**src/hw/axi4s_beat_pkg.sv**
```systemverilog
package axi4s_beat_pkg;

    // ============================================================
    // Stream field widths
    // ============================================================
    localparam int DATA_BYTES = 8;
    localparam int KEEP_BITS  = DATA_BYTES;
    localparam int ID_BITS    = 4;
    localparam int DEST_BITS  = 4;
    localparam int USER_BITS  = 8;

    // ============================================================
    // One AXI4-Stream beat, tvalid/tready travel beside it
    // ============================================================
    typedef struct packed {
        logic [DATA_BYTES-1:0][7:0] tdata;
        logic [KEEP_BITS-1:0]       tkeep;
        logic                       tlast;
        logic [ID_BITS-1:0]         tid;
        logic [DEST_BITS-1:0]       tdest;
        logic [USER_BITS-1:0]       tuser;
    } axi4s_beat_t;

endpackage

```
**src/hw/switch_cfg_pkg.sv**
```systemverilog
package switch_cfg_pkg;

    // ============================================================
    // Path selection
    // ============================================================
    // Level input, only changed while the switch is idle
    typedef enum logic {
        PATH_BLOCK  = 1'b0,
        PATH_BYPASS = 1'b1
    } path_sel_e;

    // ============================================================
    // Pipeline depth
    // ============================================================
    // Register slices on the bypass path, also its latency in cycles
    localparam int BYPASS_STAGES = 2;

endpackage

```
**src/hw/axi4s_bypass_switch.sv**
```systemverilog
`timescale 1ns/10ps

module axi4s_bypass_switch (
    input  logic                        axi4s_if_from_tx,
    input  logic                        aresetn,
    input  switch_cfg_pkg::path_sel_e   bypass,
    // Input stream
    input  logic                        in_valid,
    output logic                        in_ready,
    input  axi4s_beat_pkg::axi4s_beat_t in_beat,
    // Towards the external block
    output logic                        to_block_valid,
    input  logic                        to_block_ready,
    output axi4s_beat_pkg::axi4s_beat_t to_block_beat,
    // Bypass chain entry
    output logic                        bp_valid,
    input  logic                        bp_ready,
    output axi4s_beat_pkg::axi4s_beat_t bp_beat,
    // Block return, after its pipe
    input  logic                        blk_ret_valid,
    output logic                        blk_ret_ready,
    input  axi4s_beat_pkg::axi4s_beat_t blk_ret_beat,
    // Bypass chain exit
    input  logic                        bp_ret_valid,
    output logic                        bp_ret_ready,
    input  axi4s_beat_pkg::axi4s_beat_t bp_ret_beat,
    // Output stream
    output logic                        out_valid,
    input  logic                        out_ready,
    output axi4s_beat_pkg::axi4s_beat_t out_beat,
    output logic                        out_sop
);

    logic sop_q;

    // Payload fans out to both paths, valid goes to one only
    assign to_block_beat = in_beat;
    assign bp_beat       = in_beat;

    // ============================================================
    // Input steering and output 2:1 mux
    // ============================================================
    always_comb begin
        case (bypass)
            switch_cfg_pkg::PATH_BYPASS: begin
                to_block_valid = 1'b0;
                bp_valid       = in_valid;
                in_ready       = bp_ready;
                out_valid      = bp_ret_valid;
                out_beat       = bp_ret_beat;
                blk_ret_ready  = 1'b0;
                bp_ret_ready   = out_ready;
            end
            default: begin
                to_block_valid = in_valid;
                bp_valid       = 1'b0;
                in_ready       = to_block_ready;
                out_valid      = blk_ret_valid;
                out_beat       = blk_ret_beat;
                blk_ret_ready  = out_ready;
                bp_ret_ready   = 1'b0;
            end
        endcase
    end

    // ============================================================
    // Start of packet tracking
    // ============================================================
    always_ff @(posedge axi4s_if_from_tx or negedge aresetn) begin
        if (!aresetn) begin
            sop_q <= 1'b1;
        end else if (out_valid && out_ready) begin
            sop_q <= out_beat.tlast;  // next beat opens a packet after tlast
        end
    end

    assign out_sop = sop_q;

endmodule

```
**src/hw/axi4s_bypass_top.sv**
```systemverilog
`timescale 1ns/10ps

module axi4s_bypass_top (
    input  logic                        axi4s_if_from_tx,
    input  logic                        aresetn,
    input  switch_cfg_pkg::path_sel_e   bypass,
    // Upstream source
    input  logic                        in_valid,
    output logic                        in_ready,
    input  axi4s_beat_pkg::axi4s_beat_t in_beat,
    // External processing block
    output logic                        to_block_valid,
    input  logic                        to_block_ready,
    output axi4s_beat_pkg::axi4s_beat_t to_block_beat,
    input  logic                        from_block_valid,
    output logic                        from_block_ready,
    input  axi4s_beat_pkg::axi4s_beat_t from_block_beat,
    // Downstream sink
    output logic                        out_valid,
    input  logic                        out_ready,
    output axi4s_beat_pkg::axi4s_beat_t out_beat,
    output logic                        out_sop
);

    // Bypass chain links, index 0 is the switch side entry
    logic                        chain_valid [switch_cfg_pkg::BYPASS_STAGES+1];
    logic                        chain_ready [switch_cfg_pkg::BYPASS_STAGES+1];
    axi4s_beat_pkg::axi4s_beat_t chain_beat  [switch_cfg_pkg::BYPASS_STAGES+1];

    // Block return between skid stage and register slice
    logic                        ret_mid_valid;
    logic                        ret_mid_ready;
    axi4s_beat_pkg::axi4s_beat_t ret_mid_beat;

    // Block return into the switch
    logic                        blk_ret_valid;
    logic                        blk_ret_ready;
    axi4s_beat_pkg::axi4s_beat_t blk_ret_beat;

    // ============================================================
    // Steering and output selection
    // ============================================================
    axi4s_bypass_switch switch_i (
        .axi4s_if_from_tx (axi4s_if_from_tx),
        .aresetn          (aresetn),
        .bypass           (bypass),
        .in_valid         (in_valid),
        .in_ready         (in_ready),
        .in_beat          (in_beat),
        .to_block_valid   (to_block_valid),
        .to_block_ready   (to_block_ready),
        .to_block_beat    (to_block_beat),
        .bp_valid         (chain_valid[0]),
        .bp_ready         (chain_ready[0]),
        .bp_beat          (chain_beat[0]),
        .blk_ret_valid    (blk_ret_valid),
        .blk_ret_ready    (blk_ret_ready),
        .blk_ret_beat     (blk_ret_beat),
        .bp_ret_valid     (chain_valid[switch_cfg_pkg::BYPASS_STAGES]),
        .bp_ret_ready     (chain_ready[switch_cfg_pkg::BYPASS_STAGES]),
        .bp_ret_beat      (chain_beat[switch_cfg_pkg::BYPASS_STAGES]),
        .out_valid        (out_valid),
        .out_ready        (out_ready),
        .out_beat         (out_beat),
        .out_sop          (out_sop)
    );

    // ============================================================
    // Block return pipe, ready break then register slice
    // ============================================================
    axi4s_tready_slice ret_skid_i (
        .axi4s_if_from_tx (axi4s_if_from_tx),
        .aresetn          (aresetn),
        .s_valid          (from_block_valid),
        .s_ready          (from_block_ready),
        .s_beat           (from_block_beat),
        .m_valid          (ret_mid_valid),
        .m_ready          (ret_mid_ready),
        .m_beat           (ret_mid_beat)
    );

    axi4s_reg_slice ret_slice_i (
        .axi4s_if_from_tx (axi4s_if_from_tx),
        .aresetn          (aresetn),
        .s_valid          (ret_mid_valid),
        .s_ready          (ret_mid_ready),
        .s_beat           (ret_mid_beat),
        .m_valid          (blk_ret_valid),
        .m_ready          (blk_ret_ready),
        .m_beat           (blk_ret_beat)
    );

    // ============================================================
    // Bypass register slice chain
    // ============================================================
    for (genvar i = 0; i < switch_cfg_pkg::BYPASS_STAGES; i++) begin : g_bp_chain
        axi4s_reg_slice bp_slice_i (
            .axi4s_if_from_tx (axi4s_if_from_tx),
            .aresetn          (aresetn),
            .s_valid          (chain_valid[i]),
            .s_ready          (chain_ready[i]),
            .s_beat           (chain_beat[i]),
            .m_valid          (chain_valid[i+1]),
            .m_ready          (chain_ready[i+1]),
            .m_beat           (chain_beat[i+1])
        );
    end

endmodule

```
**src/hw/axi4s_reg_slice.sv**
```systemverilog
`timescale 1ns/10ps

module axi4s_reg_slice (
    input  logic                        axi4s_if_from_tx,
    input  logic                        aresetn,
    // Upstream side
    input  logic                        s_valid,
    output logic                        s_ready,
    input  axi4s_beat_pkg::axi4s_beat_t s_beat,
    // Downstream side
    output logic                        m_valid,
    input  logic                        m_ready,
    output axi4s_beat_pkg::axi4s_beat_t m_beat
);

    logic                        full;
    logic                        load;
    axi4s_beat_pkg::axi4s_beat_t beat_q;

    // Room for a new beat when empty or when the held one leaves now
    assign s_ready = !full || m_ready;
    assign load    = s_valid && s_ready;

    // Occupancy flag
    always_ff @(posedge axi4s_if_from_tx or negedge aresetn) begin
        if (!aresetn) begin
            full <= 1'b0;
        end else if (load) begin
            full <= 1'b1;
        end else if (m_ready) begin
            full <= 1'b0;
        end
    end

    // Payload register, written only on acceptance
    always_ff @(posedge axi4s_if_from_tx) begin
        if (load) begin
            beat_q <= s_beat;
        end
    end

    assign m_valid = full;
    assign m_beat  = beat_q;

endmodule

```
**src/hw/axi4s_tready_slice.sv**
```systemverilog
`timescale 1ns/10ps

module axi4s_tready_slice (
    input  logic                        axi4s_if_from_tx,
    input  logic                        aresetn,
    // Upstream side
    input  logic                        s_valid,
    output logic                        s_ready,
    input  axi4s_beat_pkg::axi4s_beat_t s_beat,
    // Downstream side
    output logic                        m_valid,
    input  logic                        m_ready,
    output axi4s_beat_pkg::axi4s_beat_t m_beat
);

    logic                        ready_q;
    logic                        ready_falling;
    logic                        fwft;
    logic                        capture;
    logic                        skid_valid;
    axi4s_beat_pkg::axi4s_beat_t skid_beat;

    // ============================================================
    // Registered downstream ready
    // ============================================================
    always_ff @(posedge axi4s_if_from_tx or negedge aresetn) begin
        if (!aresetn) begin
            ready_q <= 1'b0;
        end else begin
            ready_q <= m_ready;
        end
    end

    // Upstream still sees ready for one cycle after the fall
    assign ready_falling = ready_q && !m_ready;

    // Both readies low with an empty skid, so the first beat may park there
    assign fwft = s_valid && !skid_valid && !ready_q && !m_ready;

    assign capture = ready_falling || fwft;
    assign s_ready = ready_q || fwft;

    // ============================================================
    // Skid register
    // ============================================================
    always_ff @(posedge axi4s_if_from_tx or negedge aresetn) begin
        if (!aresetn) begin
            skid_valid <= 1'b0;
        end else if (skid_valid && m_ready) begin
            skid_valid <= 1'b0;
        end else if (capture) begin
            skid_valid <= s_valid;
        end
    end

    always_ff @(posedge axi4s_if_from_tx) begin
        if (capture) begin
            skid_beat <= s_beat;
        end
    end

    // ============================================================
    // Output mux
    // ============================================================
    always_comb begin
        if (skid_valid) begin
            m_valid = 1'b1;
            m_beat  = skid_beat;
        end else begin
            // Live beat only goes out while upstream is being accepted
            m_valid = s_valid && ready_q;
            m_beat  = s_beat;
        end
    end

endmodule

```
**config.mk**
```make
export PLATFORM = sky130hd
export DESIGN_NAME = axi4s_bypass_top
export DESIGN_NICKNAME = d
export VERILOG_FILES = /design/src/hw/axi4s_beat_pkg.sv /design/src/hw/switch_cfg_pkg.sv /design/src/hw/axi4s_bypass_switch.sv /design/src/hw/axi4s_bypass_top.sv /design/src/hw/axi4s_reg_slice.sv /design/src/hw/axi4s_tready_slice.sv
export SDC_FILE = /design/constraint.sdc
export NUM_CORES = 1
export LEC_CHECK = 0
export BUFFER_PORTS_ARGS = -buffer_cell sky130_fd_sc_hd__buf_4
export CAP_MARGIN = 20
export CELL_PAD_IN_SITES_DETAIL_PLACEMENT = 1
export CELL_PAD_IN_SITES_GLOBAL_PLACEMENT = 1
export CORE_ASPECT_RATIO = 1.2
export CORE_MARGIN = 5
export CORE_UTILIZATION = 48
export DETAILED_ROUTE_END_ITERATION = 7
export MAX_ROUTING_LAYER = met4
export PLACE_DENSITY = 0.94
export SYNTH_ARGS = -nofsm -noshare
export SYNTH_HDL_FRONTEND = slang
export SYNTH_SLANG_ARGS = --single-unit
```
**constraint.sdc**
```tcl
create_clock -name axi4s_if_from_tx -period 9.7 [get_ports axi4s_if_from_tx]
set_input_delay 1.455 -clock axi4s_if_from_tx [delete_from_list [all_inputs] [get_ports axi4s_if_from_tx]]
set_output_delay 1.455 -clock axi4s_if_from_tx [all_outputs]
set_load 0.02 [all_outputs]
```
==> results of run 1 <==
==> how the worst max path moves through the flow <==
stage | start | end | slack (ns) | cells after the start
CTS | bypass | out_beat[21] | 5.28 | 4
finish | bypass | out_beat[21] | 5.36 | 4
global placement | bypass | g_bp_chain[1].bp_slice_i.m_beat[41]$_DFFE_PP_ | 4.86 | 4
global route | bypass | out_beat[21] | 5.27 | 4
floorplan | bypass | ret_slice_i.m_beat[0]$_DFFE_PP_ | 3.06 | 3
detailed placement | bypass | g_bp_chain[1].bp_slice_i.m_beat[42]$_DFFE_PP_ | 5.15 | 4
==> kinds of logic after synthesis <==
logic type	after synthesis	share of synthesized area, %
AO/OA/AOI/OAI	7	0.302
buffers and inverters	112	6.08
flip-flops	362	76.9
multiplexers	180	16.2
AND/OR/NAND/NOR	16	0.515
==> metal layers <==
layer,global-route usage (%),routed length (µm),share of wire (%)
met1,21.7,12100,34
met2,40.8,20100,57
met3,4.21,1820,5.1
met4,7.27,1290,3.7
met5,-,0,0
==> power groups by stage <==
stage	logic (µW)	clock network, µW	registers (µW)
3_5_place_dp	577	0	2020
5_1_grt	604	1410	2000
3_3_place_gp	552	0	2000
6_report	574	1300	1990
2_1_floorplan	356	0	2000
4_1_cts	582	1330	1990
==> cell type report <==
| type | instances | share of cell area, % |
|---|---|---|
| well taps | 385 | 2.72 |
| multi-input cells | 203 | 13.7 |
| repair buffers | 376 | 16.2 |
| inverters | 2 | 0.0424 |
| clock buffers | 46 | 5.41 |
| diodes | 1 | 0.0141 |
| flip-flops and latches | 362 | 61.2 |
| clock inverters | 18 | 0.713 |
==> worst max-delay path, stage by stage <==
cell and delay, ns:
buf_6 0.46, buf_16 0.36, mux2_2 0.41, buf_4 0.17
==> flip-flops by register name, indices dropped and copies added, names as in the netlist <==
register / count
g_bp_chain.bp_slice_i.m_valid: 2
g_bp_chain.bp_slice_i.m_beat: 178
ret_slice_i.m_beat: 89
switch_i.out_sop: 1
ret_skid_i.ready_q: 1
ret_skid_i.skid_valid: 1
ret_skid_i.skid_beat: 89
ret_slice_i.m_valid: 1
==> stage by stage <==
step / hold WS (ns) / cells / cell area (µm²)
after global placement: 0.401 / 1326 / 16600
final: 0.416 / 1393 / 17700
after global routing: 0.427 / 1393 / 17700
after CTS: 0.421 / 1391 / 17700
after floorplan: 0.400 / 677 / 14100
after detailed placement: 0.406 / 1327 / 16600
==> cells in the final DEF, fill, tap and decap left out, types with 2 or more instances in the layout <==
cell / Yosys / routed
buf_4: 97 / 373
nand2_1: 6 / 6
mux2_2: 111 / 111
edfxtp_1: 356 / 356
a21oi_1: 5 / 4
mux2_4: 69 / 69
clkinv_1: 0 / 11
buf_16: 0 / 2
clkbuf_16: 0 / 37
inv_1: 2 / 2
nor2_4: 0 / 2
nor2_1: 5 / 3
bufinv_16: 0 / 2
clkinv_2: 0 / 5
clkbuf_1: 0 / 9
dfrtp_1: 5 / 4
==> run metrics, run 1 <==
Main synth FF type=edfxtp_1; R2R setup slack=a little under 7 ns; TritonCTS Buffers=37; WHS Endpoint=g_bp_chain[1].bp_slice_i.m_beat[72]$_DFFE_PP_; P_int=between 2000 and 3000 µW; chip width=~170 µm; Setup Fix Bufs, Post-CTS=0; crit end category=primary output; PortBufs=367; sequential area share after synthesis=76.9%; PnR worst setup slack=around 5.4 ns; post-synth top area share=about three quarters; wire per inst=around 25 µm; final worst path period need=around 4.3 ns; critical path peak fanout=51; Max Slew Vio Count=0; drt first pass iters=4; outcome=finished, final reports clean; Sequential Power Share=approximately half; Register Area=about 11,000 µm²; die area=around 33,000 µm²; share of post-route cells with drive strength above 1=between 60% and 70%; RSZ-0062 raised after global routing=false; Async S/R FF share, synth=~1.7%; sw frac=a little under a quarter; core area=between 20,000 and 30,000 µm²; Post-CTS Hold Fix Bufs=0; NetSw=roughly 920 µW; DRC violations left=0; largest net degree at the start of global routing=just under 70; Remaining Overflow, GRT=0; Achievable Freq=between 200 and 250 MHz; most frequent cell after synthesis=edfxtp_1; Hold WC Path Type=reg2reg; power per cell area=about 220 nW/µm²; Crit Path Category=in2out; Hold Path Depth=0; LEAKAGE=0.00682 µW; CTS H-tree lvls=2; chip height=a little under 200 µm; hold_sp=g_bp_chain[0].bp_slice_i.m_beat[72]$_DFFE_PP_; area of the multi-input gates=approximately 2400 µm²; Clock Latency Late Sink=~0.50 ns; Synth Area per Inst=about 21 µm²; post-route ant nets=0; Post-Syn Instances=roughly 680; #FFs+latches synth=around 360; top cells by count, synth=356 x edfxtp_1, 111 x mux2_2, 97 x buf_4; Initial Util=between 40% and 50%; I/O pin cnt=368; post-CTS resize count=0; CP Launch Type=input port; Synth area leader=edfxtp_1; reg2reg start=ret_skid_i.skid_valid$_DFFE_PN0P_; period utilization=approximately 45%; R2R cell count=4; first-pass GRT wire length=around 52 mm; vias=7,048; CTS tree=done; Mapped Area=around 14,000 µm²; FP Rows=between 60 and 70; DP Worst Slack=between 5 and 6 ns; part of the power in the clock network=between 30% and 40%; final clock skew=around 0.032 ns; leading post-synthesis cells by cell area=edfxtp_1 76%, mux2_2 8.9%, mux2_4 7.3%, buf_4 5.2%, dfrtp_1 0.89%; Iteration-0 DRC Markers=330; buffers from clock root to sink, at most=3; Synthesized Nets=862; Nets=around 1,200; EDFF count, synth=roughly 360; hpwl dp=approximately 25 mm; Area growth syn-to-layout=25.7%; final core occ=61.5%; combinational power share=between 10% and 20%; Syn. warnings=0; worst slew pin tran=~1.1 ns; Relative slew margins=29.2%; final hold violation count=0; Critical Path RT=slightly above 8 ns; total power=slightly below 4000 µW; clock root cell=clkbuf_16; number of global-route vias before repair=between 8,000 and 9,000; GRT Util Overall=roughly a fifth; initial antenna violation count=1; final setup TNS=0 ns; RD Place Congestion=between 0.7 and 0.8; r2r endpoint=ret_slice_i.m_beat[20]$_DFFE_PP_; Final setup viols=0; clock transition at the registers of the reported paths=0.06 ns; Total Wirelength=35.3 mm; Data arrival, critical path=roughly 2.9 ns; Distinct cells, synth=18; drt via density=5.06; number of max-cap violations=0; clock sinks=362; fillers=2,512; VDD IR max=between 150 and 200 µV
Note: power is estimated with default switching activity, not from simulation.
==> inputs of run 2 (changes only) <==
- CORE_UTILIZATION: 48 -> 44
- PLACE_DENSITY: 0.94 -> 0.88
- clock period: 9.7 -> 4 ns (I/O delays scaled with it)
==> run 2 against run 1 <==
  * Worst hold slack got worse by 0.15 ns
  * Sequential power rose by 140%
  * First-iteration DRC count rose by 14%
  * Via count rose by 0.94%
  * Final area rose by 0.53%
  * Die area rose by 8.6%
  * Sequential share of layout area fell by 0.32 points
  * Highest routed layer unchanged
  * Total power rose by 140%
  * Critical path depth did not move
  * Setup slack got worse by 3.9 ns
==> run metrics, run 2 (synthesis gave the netlist of run 1 again) <==
Slowest cell on crit path=buf_4; Top Usage Layer GRT=met2; Nets=between 1,000 and 1,500; Post-CTS Hold Fix Bufs=1; core area=approximately 32,000 µm²; Max Slew Vio Count=0; Data arrival, critical path=around 2 ns; Initial Util=between 40% and 50%; outcome=finished, final reports clean; chip width=around 170 µm; largest net degree at the start of global routing=61; CP Cell Sequence=buf_6, buf_4, mux2_2, buf_4; buffers from clock root to sink, at most=3; FP Rows=71; hpwl dp=roughly 24 mm; Setup Fix Bufs, Post-CTS=0; drt via density=approximately 5; met1 Use GR=between 10% and 20%; max reg flops=around 180; M2 GR Usage=between 30% and 40%; Crit Path Category=in2out; worst slew pin tran=between 0.9 and 1 ns; RD Place Congestion=0.789; PortBufs=367; Total Wirelength=around 35 mm; Achievable Freq=around 390 MHz; CP Launch Type=input port; crit end category=primary output; clock root cell=clkbuf_16; wire per inst=24.8 µm; critical path peak fanout=34; Buf+Inv Stages, Crit Path=3; chip height=around 210 µm; GR Util met3=4.15%; number of max-cap violations=0; Crit path top cell by count=buf_4; Remaining Overflow, GRT=0; power per cell area=between 500 and 600 nW/µm²; TritonCTS Buffers=37; GRT Util Overall=approximately a fifth; R2R setup slack=~1.7 ns; first-pass GRT wire length=51.1 mm; clock sinks=362; post-route cell area=roughly 18,000 µm²; LEAKAGE=0.00685 µW; final clock skew=~0.017 ns; die area=35,700 µm²; initial antenna violation count=2; Relative slew margins=about 37%; Area growth syn-to-layout=26.4%; Clock Latency Late Sink=roughly 0.51 ns; number of global-route vias before repair=slightly above 8,000; CTS H-tree lvls=2; Max stage delay on crit path=0.56 ns; Final setup viols=0; Iteration-0 DRC Markers=around 380; crit-path leading delay family=buffers and inverters; Critical Path RT=around 3.4 ns; Hold WC Path Type=in2reg; RSZ-0062 raised after global routing=false; DRC violations left=0; most common cell after layout, fill and taps aside=buf_4; Area after DPL=16,700 µm²; clock transition at the registers of the reported paths=~0.06 ns; drt first pass iters=6; final worst path period need=roughly 2.6 ns; period utilization=between 60% and 70%; final hold violation count=0; post-route ant nets=0; post-CTS resize count=0; share of post-route cells with drive strength above 1=slightly above 60%; VDD IR max=between 200 and 300 µV; I/O pin cnt=368; CTS tree=done; final hold slack=between 0.2 and 0.3 ns; commonest non-fill, non-tap cells in the layout=374 x buf_4, 356 x edfxtp_1, 111 x mux2_2; final setup TNS=0 ns; vias=slightly above 7,000
==> run 2: area by class of cell <==
class,count,area (µm²)
inverters,2,7.51
clock buffers,52,1030
diodes,2,5.00
multi-input cells,203,2430
clock inverters,15,100
repair buffers,379,2890
well taps,401,502
fillers,2797,13700
flip-flops and latches,362,10800
==> run 2: final timing paths <==
path | startpoint | to | cells after the start
setup / recovery | bypass | out_beat[8] | 4
hold / removal | in_beat[12] | g_bp_chain[0].bp_slice_i.m_beat[12]$_DFFE_PP_ | 1
setup reg to reg | ret_skid_i.skid_valid$_DFFE_PN0P_ | ret_slice_i.m_beat[16]$_DFFE_PP_ | 2
hold reg to reg | g_bp_chain[0].bp_slice_i.m_beat[73]$_DFFE_PP_ | g_bp_chain[1].bp_slice_i.m_beat[73]$_DFFE_PP_ | 0
max in group asynchronous | aresetn | switch_i.out_sop$_DFFE_PN1P_ | 2
min in group asynchronous | aresetn | g_bp_chain[0].bp_slice_i.m_valid$_DFFE_PN0P_ | 2
==> run 2: metrics by stage <==
stage                     utilization, %  instances  total power (µW)  setup slack, ns
final                               56.5       1416              9460             1.42
after global routing                56.5       1416              9850             1.35
after CTS                           56.5       1414              9590             1.38
after detailed placement            52.9       1346              6310             1.38
after global placement              52.9       1346              6220             1.44
after floorplan                        -        677              5690            0.179
==> run 2: layer usage <==
metal | vias up | wire length [µm] | share of wire, %
met3 | 77 | 1900 | 5.4
met5 | - | 0 | 0
li1 | 3136 | - | -
met4 | 0 | 1420 | 4.0
met2 | 285 | 20000 | 57
met1 | 3616 | 11900 | 34
==> run 2: worst reg2reg max path, stage by stage, from the launching register on <==
cell,delay [ns]
dfrtp_4,0.85
buf_4,0.69
mux2_2,0.50
==> run 2: report_power, final <==
group | leakage (µW) | internal, µW | switching (µW)
Combinational | 0.00290 | 642 | 746
Clock | 0.000550 | 1870 | 1380
Sequential | 0.00340 | 4660 | 154
